### src/source/sha1_pkg.sv
`default_nettype none

package sha1_pkg;

	// Algorithm sizes fixed by the standard
	localparam int word_bits    = 32;
	localparam int block_words  = 16;
	localparam int digest_words = 5;

	typedef logic [word_bits-1:0]              word_t;
	typedef logic [block_words*word_bits-1:0]  block_t;
	typedef logic [digest_words*word_bits-1:0] digest_t;

	// One of the four groups of twenty rounds
	typedef logic [1:0] group_t;

	// H0 in the top lane down to H4 in the bottom lane
	localparam digest_t init_hash = {
		32'h67452301,
		32'hEFCDAB89,
		32'h98BADCFE,
		32'h10325476,
		32'hC3D2E1F0
	};

	// Indexed by round group
	localparam word_t k_const [4] = '{
		32'h5A827999,
		32'h6ED9EBA1,
		32'h8F1BBCDC,
		32'hCA62C1D6
	};

	localparam int round_count = 80;
	localparam int group_len   = 20;

endpackage

`default_nettype wire

### src/source/sha1_ctrl_pkg.sv
`default_nettype none

package sha1_ctrl_pkg;

	// Round index, 0 to 79
	typedef logic [6:0] round_t;

	// Schedule FSM
	typedef enum logic [1:0]
	{
		st_idle,
		st_load,
		st_run
	} sched_state_t;

endpackage

`default_nettype wire

### src/source/sha1_schedule.sv
`default_nettype none
`timescale 1ns/10ps

module sha1_schedule (
	input  logic                  clk,
	input  logic                  reset,
	input  logic                  start,
	input  sha1_pkg::block_t      block,
	output logic                  busy,
	output logic                  load,
	output logic                  round_en,
	output sha1_ctrl_pkg::round_t round,
	output sha1_pkg::word_t       w,
	output logic                  finish
);

	import sha1_pkg::*;
	import sha1_ctrl_pkg::*;

	sched_state_t state;
	sched_state_t state_next;
	logic         accept;
	logic         last_round;
	logic         expand;
	word_t        sched_q [block_words];
	word_t        mix;
	word_t        w_exp;

	////////////////////////////////////////////////////////////////////////////
	// Sequencing
	////////////////////////////////////////////////////////////////////////////

	// Starts while busy are dropped
	assign accept     = start && !busy;
	assign last_round = (round == round_t'(round_count - 1));

	always_comb
	begin
		state_next = state;
		case (state)
			st_idle:
				if (accept)
					state_next = st_load;
			st_load:
				state_next = st_run;
			st_run:
				if (last_round)
					state_next = st_idle;
			default:
				state_next = st_idle;
		endcase
	end

	always_ff @(posedge clk)
	begin
		if (reset)
			state <= st_idle;
		else
			state <= state_next;
	end

	assign load     = (state == st_load);
	assign round_en = (state == st_run);

	always_ff @(posedge clk)
	begin
		if (reset)
			round <= '0;
		else if (load)
			round <= '0;
		else if (round_en && !last_round)
			round <= round + round_t'(1);
	end

	// Finish follows the last round and clears busy
	always_ff @(posedge clk)
	begin
		if (reset)
		begin
			finish <= 1'b0;
			busy   <= 1'b0;
		end
		else
		begin
			finish <= round_en && last_round;
			if (accept)
				busy <= 1'b1;
			else if (finish)
				busy <= 1'b0;
		end
	end

	////////////////////////////////////////////////////////////////////////////
	// Message schedule
	////////////////////////////////////////////////////////////////////////////

	// sched_q[0] is sixteen words back once expansion starts
	assign expand = (round >= round_t'(block_words));
	assign mix    = sched_q[block_words - 3] ^ sched_q[block_words - 8]
		^ sched_q[block_words - 14] ^ sched_q[0];
	assign w_exp  = {mix[word_bits-2:0], mix[word_bits-1]};
	assign w      = expand ? w_exp : sched_q[0];

	always_ff @(posedge clk)
	begin
		if (accept)
		begin
			// Word 0 sits in the top bits of the block
			for (int i = 0; i < block_words; i++)
				sched_q[i] <= block[(block_words - 1 - i) * word_bits +: word_bits];
		end
		else if (round_en)
		begin
			for (int i = 0; i < block_words - 1; i++)
				sched_q[i] <= sched_q[i + 1];
			sched_q[block_words - 1] <= w;
		end
	end

	round_in_range: assert property (
		@(posedge clk) disable iff (reset)
		round_en |-> (round < round_t'(round_count))
	);

	// A new block never loads over one still in its rounds
	accept_when_idle: assert property (
		@(posedge clk) disable iff (reset)
		accept |-> (!load && !round_en)
	);

endmodule

`default_nettype wire

### src/source/sha1_round.sv
`default_nettype none
`timescale 1ns/10ps

module sha1_round (
	input  logic                  clk,
	input  logic                  reset,
	input  logic                  load,
	input  logic                  round_en,
	input  sha1_ctrl_pkg::round_t round,
	input  sha1_pkg::word_t       w,
	output sha1_pkg::digest_t     work
);

	import sha1_pkg::*;

	group_t rnd_group;
	word_t  a;
	word_t  b;
	word_t  c;
	word_t  d;
	word_t  e;
	word_t  f;
	word_t  k;
	word_t  a_rot5;
	word_t  b_rot30;
	word_t  a_next;

	assign {a, b, c, d, e} = work;

	////////////////////////////////////////////////////////////////////////////
	// Round function and constant
	////////////////////////////////////////////////////////////////////////////

	assign rnd_group = group_t'(round / group_len);
	assign k         = k_const[rnd_group];

	always_comb
	begin
		case (rnd_group)
			2'd0:
				f = (b & c) | (~b & d);
			2'd2:
				f = (b & c) | (b & d) | (c & d);
			// Parity in groups 1 and 3
			default:
				f = b ^ c ^ d;
		endcase
	end

	////////////////////////////////////////////////////////////////////////////
	// Working variables
	////////////////////////////////////////////////////////////////////////////

	assign a_rot5  = {a[word_bits-6:0], a[word_bits-1:word_bits-5]};
	assign b_rot30 = {b[1:0], b[word_bits-1:2]};
	assign a_next  = a_rot5 + f + e + k + w;

	always_ff @(posedge clk)
	begin
		if (reset)
			work <= '0;
		else if (load)
			work <= init_hash;
		else if (round_en)
			work <= {a_next, a, b_rot30, c, d};
	end

endmodule

`default_nettype wire

### src/source/sha1_digest.sv
`default_nettype none
`timescale 1ns/10ps

module sha1_digest (
	input  logic              clk,
	input  logic              reset,
	input  logic              finish,
	input  sha1_pkg::digest_t work,
	output sha1_pkg::digest_t hash,
	output logic              done
);

	import sha1_pkg::*;

	digest_t sum;

	// Each lane wraps at 32 bits
	always_comb
	begin
		for (int i = 0; i < digest_words; i++)
			sum[i*word_bits +: word_bits] = init_hash[i*word_bits +: word_bits]
				+ work[i*word_bits +: word_bits];
	end

	always_ff @(posedge clk)
	begin
		if (reset)
		begin
			hash <= '0;
			done <= 1'b0;
		end
		else
		begin
			done <= finish;
			if (finish)
				hash <= sum;
		end
	end

	// Only one block is ever in flight
	done_single_pulse: assert property (
		@(posedge clk) disable iff (reset)
		done |=> !done
	);

endmodule

`default_nettype wire

### src/source/sha1_core.sv
`default_nettype none
`timescale 1ns/10ps

module sha1_core (
	input  logic              clk,
	input  logic              reset,
	input  logic              start,
	input  sha1_pkg::block_t  block,
	output logic              busy,
	output logic              done,
	output sha1_pkg::digest_t hash
);

	import sha1_pkg::*;
	import sha1_ctrl_pkg::*;

	logic    load;
	logic    round_en;
	logic    finish;
	round_t  round;
	word_t   w;
	digest_t work;

	// Decode
	sha1_schedule schedule_i (
		.clk      (clk),
		.reset    (reset),
		.start    (start),
		.block    (block),
		.busy     (busy),
		.load     (load),
		.round_en (round_en),
		.round    (round),
		.w        (w),
		.finish   (finish)
	);

	// Execute
	sha1_round round_i (
		.clk      (clk),
		.reset    (reset),
		.load     (load),
		.round_en (round_en),
		.round    (round),
		.w        (w),
		.work     (work)
	);

	// Result
	sha1_digest digest_i (
		.clk      (clk),
		.reset    (reset),
		.finish   (finish),
		.work     (work),
		.hash     (hash),
		.done     (done)
	);

endmodule

`default_nettype wire

### config.mk
export PLATFORM = sky130hd
export DESIGN_NAME = sha1_core
export DESIGN_NICKNAME = d
export VERILOG_FILES = /design/src/source/sha1_pkg.sv /design/src/source/sha1_ctrl_pkg.sv /design/src/source/sha1_schedule.sv /design/src/source/sha1_round.sv /design/src/source/sha1_digest.sv /design/src/source/sha1_core.sv
export SDC_FILE = /design/constraint.sdc
export NUM_CORES = 2
export LEC_CHECK = 0
export BUFFER_PORTS_ARGS = -buffer_cell sky130_fd_sc_hd__buf_2
export CORE_MARGIN = 2
export CORE_UTILIZATION = 58
export CTS_CLUSTER_SIZE = 25
export DETAILED_ROUTE_END_ITERATION = 8
export PLACE_DENSITY = 0.88
export SYNTH_ARGS = -nofsm -noshare
export SYNTH_HDL_FRONTEND = slang
export SYNTH_HIERARCHICAL = 1
export SYNTH_SLANG_ARGS = --single-unit
### constraint.sdc
create_clock -name clk -period 17.1 [get_ports clk]
set_clock_uncertainty 0.2 [all_clocks]
set_input_delay 3.42 -clock clk [delete_from_list [all_inputs] [get_ports clk]]
set_output_delay 3.42 -clock clk [all_outputs]
set_load 0.005 [all_outputs]
* Word-level counts from Yosys, hierarchy flattened
Memory sizes are Yosys's and may differ from the RTL's.
Index checks and enable logic that the tools add are counted.
** Storage, ports and cells
- RAM bits :: 512
- Input bits :: 515
- Memories kept :: 1
- Output and inout bits :: 162
- Bits in registers :: 332
** Memories
- schedule_i.sched_q :: words 16, width 32, rd ports 16, clocked after memory_dff 0, write ports 16, line sha1_schedule.sv:25 : word_t sched_q [block_words];
** Cells by class
- Order comparisons :: 2
- Bitwise gates (word level) :: 30
- Reductions and logical operators :: 11
- Eq/ne operators :: 6
- Divide/modulo/power cells :: 1
- Mux-type cells :: 33
- $add $sub $neg :: 10
** Operators by type and width (number)
- 32-bit two-way mux :: 19
- 159-bit two-way mux :: 2
- 32-bit bitwise XOR :: 5
- 32-bit adder :: 4
- 32-bit bitwise AND :: 4
- 32-bit adder (first input constant) :: 3
- 32-bit bitwise OR :: 3
- 32-bit binary-select mux with 2-bit select :: 1
- 32-bit case mux with 2 select lines :: 1
- 29-bit by 32-bit adder with 32-bit output (first input constant) :: 1
- 31-bit by 32-bit adder with 32-bit output (first input constant) :: 1
- 7-bit by 5-bit divider with 32-bit output (second input constant) :: 1
- 32-bit inverter :: 1
- 1-bit bitwise OR :: 16
- 7-bit by 1-bit adder with 7-bit output (second input constant) :: 1
- 7-bit == test (second input constant) :: 1
- 7-bit by 5-bit greater-or-equal comparator with 1-bit output (second input constant) :: 1
- 1-bit two-way mux :: 7
- 2-bit case mux with 3 select lines :: 1
- 2-bit == test (second input constant) :: 2
- 2-bit zero test :: 2
- 2-bit two-way mux :: 2
- 2-bit nonzero test :: 2
- 3-bit greater-or-equal comparator (second input constant) :: 1
- 8 further kinds :: 11

* Logic depth before layout (Yosys ltp)
- Word-level depth :: 10
- Depth in mapped cells :: 29

* Modules after synthesis
The synthesis kept the hierarchy.
** By module, submodules not included
- sha1_schedule :: times used 1, cells an instance 1724, area an instance 24847.6 um^2, seq. area each 15595.0 um^2
- sha1_round :: times used 1, cells an instance 1352, area an instance 11787.6 um^2, seq. area each 3203.1 um^2
- sha1_digest :: times used 1, cells an instance 1071, area an instance 8580.7 um^2, seq. area each 3223.1 um^2

* Worst setup path after synthesis
No wires, ideal clock.
- Path type :: in2reg
- Start point :: in start
- End point :: mem schedule_i/sched_q[0][0] (netlist name) (enable)
- Arrival time :: 12.192 ns
- Setup slack :: 1.056 ns
- Stages :: 4
- Path buffers :: 2
- Required time :: 13.248 ns
- Cells stage by stage :: nand2b_1 > buf_4 > clkbuf_1 > nand2_1
** RTL lines
- start: declaration :: line sha1_core.sv:7 : input logic start,
- end: declaration :: line sha1_schedule.sv:25

* Worst setup path after layout
- Start point :: reg schedule_i.round[4]
- End point :: reg round_i.work[159]
** Between the ends
- Word-level cells in the longest chain between the ends :: 7
- Elaborated cells between the ends (all ways) :: 14
- Classes of those cells :: 4 x add/sub; 1 x div; 1 x order compare; 1 x eq/ne; 5 x mux; 1 x bitwise; 1 x reduce/logical
** RTL lines
- start: declaration :: line sha1_schedule.sv:12 : output sha1_ctrl_pkg::round_t round,
- start signal: assignment :: line sha1_schedule.sv:72 : round <= round + round_t'(1);
- 7-bit by 5-bit divider with 32-bit output :: line sha1_round.sv:34 : assign rnd_group = group_t'(round / group_len);
- 2-bit == test (tied with other cells) :: line sha1_round.sv:39 : case (rnd_group)
- 32-bit case mux with 2 select lines or 32-bit binary-select mux with 2-bit select (tied branches) :: line sha1_round.sv:39, sha1_round.sv:35
- 32-bit adder or 32-bit two-way mux (tied branches) (2 in a row) :: line sha1_round.sv:56, sha1_round.sv:35
- 32-bit adder :: line sha1_round.sv:56 : assign a_next = a_rot5 + f + e + k + w;
- 32-bit adder * :: line sha1_round.sv:56
- end signal: assignment :: line sha1_round.sv:63 : work <= init_hash;
- end signal: assignment :: line sha1_round.sv:65 : work <= {a_next, a, b_rot30, c, d};
- end: declaration :: line sha1_round.sv:11 : output sha1_pkg::digest_t work
Mark *: on every way between the ends. The rest lies on a longest branch, timed or not. The select of a mux whose other input is x is not followed.
A chain may end at the register's enable or synchronous reset.

==> run metrics <==
Hold Path Origin=digest_i/hash[48]; Yosys Warn Count=6; crit share post-route=45.8%; Net Sw Frac=29.2%; Clock Latency Late Sink=0.68 ns; Synth Register Bits=844; Longest Clk Path Bufs=3; Die Height=283 um; Initial Utilization=58.5%; Critical Path AT=8.12 ns; Root Buffer=clkbuf_16; H-tree Lvls=3; postcts setup bufs=0; Cell Int Power=4.02 mW; layout cells sized above 1=24.8%; Clk pwr share=35.9%; CP Data Required Time=17.39 ns; Synth Cell Area=0.0452 mm^2; DP HPWL=105,000 um; # resized after CTS=0; FFs w/ async S/R, synth=0%; GPL Wtd Cong=0.995; I/O Buffers=676; leakage power=22.0 nW; die area=0.0802 mm^2; post-layout instance area=0.0523 mm^2; pre-CTS WS=9.36 ns; critical path launch point type=flop; FP Rows=102; Sw Pwr=1.66 mW; syn nets=4,834; total CTS buffers=89; core footprint=0.0773 mm^2; Pins Over Slew Limit=0; area leader, netlist=edfxtp_1; achievable frequency=128 MHz; actual slew at the worst max-slew pin=1.24 ns; DIE WIDTH=283 um; worst vdd ir=89.6 uV; Hold/Removal Path Class=flop to flop; CTS clk-pin slew, worst paths=0.06 ns; Commonest cells post-synth=676 x nand2_1, 512 x edfxtp_1, 412 x nor2_1, 332 x dfxtp_1, 300 x mux2_4; Cells after Synth=4,147; First DRT Iteration DRCs=4,237; r2r startpoint=schedule_i/round[4]; # nets final=5,415; CTS tree=built; RSZ-0062 raised after global routing=false; Comb pwr share=19.9%; top cells by area, synth=edfxtp_1 34%, dfxtp_1 15%, mux2_4 10%, nand2_1 5.6%, fa_1 5.3%; Post-CTS Hold Fix Bufs=0; WL/cell=25.2 um; vias per std cell=6.03; vias in the first global route=34,889; number of max-cap violations=0; post-synthesis sequential area ratio=48.7%; Setup crit end kind=flop; DP Area=0.0490 mm^2; initial antenna violation count=95; DR vias=35,747; Top FF cell, synth=edfxtp_1; crit path time final=7.83 ns; syn_area_per_cell=10.9 um^2; slack of the critical path=9.27 ns; clock sinks=844; post-synth top area share=34.0%; post-route setup TNS=0 ns; Flop pwr share=44.2%; max_slew headroom=17.3%; IO Pins=677; outcome=finished, final reports clean; DRC Markers=0; Critical Path Source=schedule_i/round[4]; fin util=67.6%; drt total wl=149,000 um; PD cells=109 mW/mm^2; final setup fails=0; Synth cell types=85; total track usage=35.7%; top-count cell post-synth=nand2_1; global-route wire length before repair=217,000 um; GRT overflow=0; Fin. Hold Viols=0; largest net degree at the start of global routing=134; DRT Pass-1 Iters=8; largest fanout on the critical path=20; DRT antenna net count=0; FILL cells=5,520; EDFF count, synth=512; crit path kind=flop to flop; Area Growth Syn to Fin=15.7%
==> worst paths after layout <==
| check | cells after the start | slack [ns] | endpoint |
|---|---|---|---|
| setup / recovery | 26 | 9.27 | round_i/work[159] |
| hold reg to reg | 2 | 0.25 | digest_i/hash[48] |
| hold / removal | 2 | 0.25 | digest_i/hash[48] |
| setup reg to reg | 26 | 9.27 | round_i/work[159] |
==> cell usage in the layout, fill, tap and decap left out, drive strengths merged, types with 11 or more instances in the layout <==
cell type,instances
a211oi,163
a21o,14
a21oi,97
a311oi,17
a31oi,19
and3,16
buf,708
bufinv,11
clkbuf,113
clkinv,35
dfxtp,332
diode,92
edfxtp,512
fa,120
ha,52
inv,250
mux2,321
mux2i,139
nand2,677
nand2b,46
nand3,54
nand4,11
nor2,412
nor2b,33
nor3,68
o2111ai,29
o211ai,15
o21a,11
o21ai,142
or3,16
xnor2,174
xor2,54
==> state kept, by name, indices dropped and copies added (netlist names) <==
register / cells
digest_i/done: 1
digest_i/hash: 160
round_i/work: 160
schedule_i/busy: 1
schedule_i/finish: 1
schedule_i/round: 7
schedule_i/sched_q: 512
schedule_i/state: 2
==> critical path, cell delays in order (launching register included) <==
cell and delay, ns:
dfxtp_1 0.46, or2_2 0.36, ha_1 0.27, nor2b_1 0.22, nand3_1 0.11, o21ai_0 0.10, a21oi_1 0.09, o21a_1 0.30
inv_1 0.17, ha_2 0.60, buf_4 0.45, nor2_1 0.18, a221oi_1 0.38, fa_1 0.51, fa_1 0.56, inv_1 0.04
ha_1 0.22, fa_1 0.42, a21o_1 0.21, a221o_1 0.37, o211ai_2 0.27, nand2_1 0.11, a221o_1 0.39, a211oi_2 0.30
a21oi_2 0.10, xnor2_1 0.16, a21oi_1 0.09
==> through the flow <==
step / power (mW) / hold WS [ns] / std cells
final: 5.68 / 0.247 / 5932
after CTS: 5.65 / 0.255 / 5840
after global routing: 5.88 / 0.277 / 5920
after detailed placement: 3.63 / 0.241 / 5677
after global placement: 3.59 / 0.226 / 5677
after floorplan: 3.35 / 0.234 / 4147
==> power by group through the flow <==
stage / sequential (mW) / combinational (mW) / clock, mW
2_1_floorplan: 2.54 / 0.814 / 0
3_3_place_gp: 2.52 / 1.06 / 0
3_5_place_dp: 2.53 / 1.10 / 0
4_1_cts: 2.50 / 1.11 / 2.04
5_1_grt: 2.51 / 1.24 / 2.12
6_report: 2.51 / 1.13 / 2.04
==> layer usage <==
layer	up-vias	track usage, %	part of all wire [%]
met5	-	0	0.13
met4	28	24.9	7.6
met3	555	7.95	11
met2	2389	56.6	46
met1	17075	43.6	35
li1	15700	-	-
==> kinds of logic (layout without fill, tap and decap cells) <==
group	Yosys count	after routing	synth area share, %
DFF	844	844	48.7
other	0	92	0
buffers and inverters	467	1120	4.78
adders and majority gates	172	172	6.75
AOI/OAI and AO/OA	581	581	8.63
and+or+nand+nor	1395	1395	13.2
muxes	460	460	13.6
xor gates and xnor gates	228	228	4.42
==> cell type report <==
type	count	area, um^2	share of cell area, %
Tap cell	1040	1300	2.49
Antenna cell	92	230	0.440
Inverter	249	943	1.80
Clock buffer	113	2430	4.64
Multi-Input combinational cell	2836	21100	40.3
Timing Repair Buffer	708	3640	6.96
Sequential cell	844	22000	42.1
Clock inverter	50	651	1.24
No activity file was read; power rests on OpenSTA's default activity.
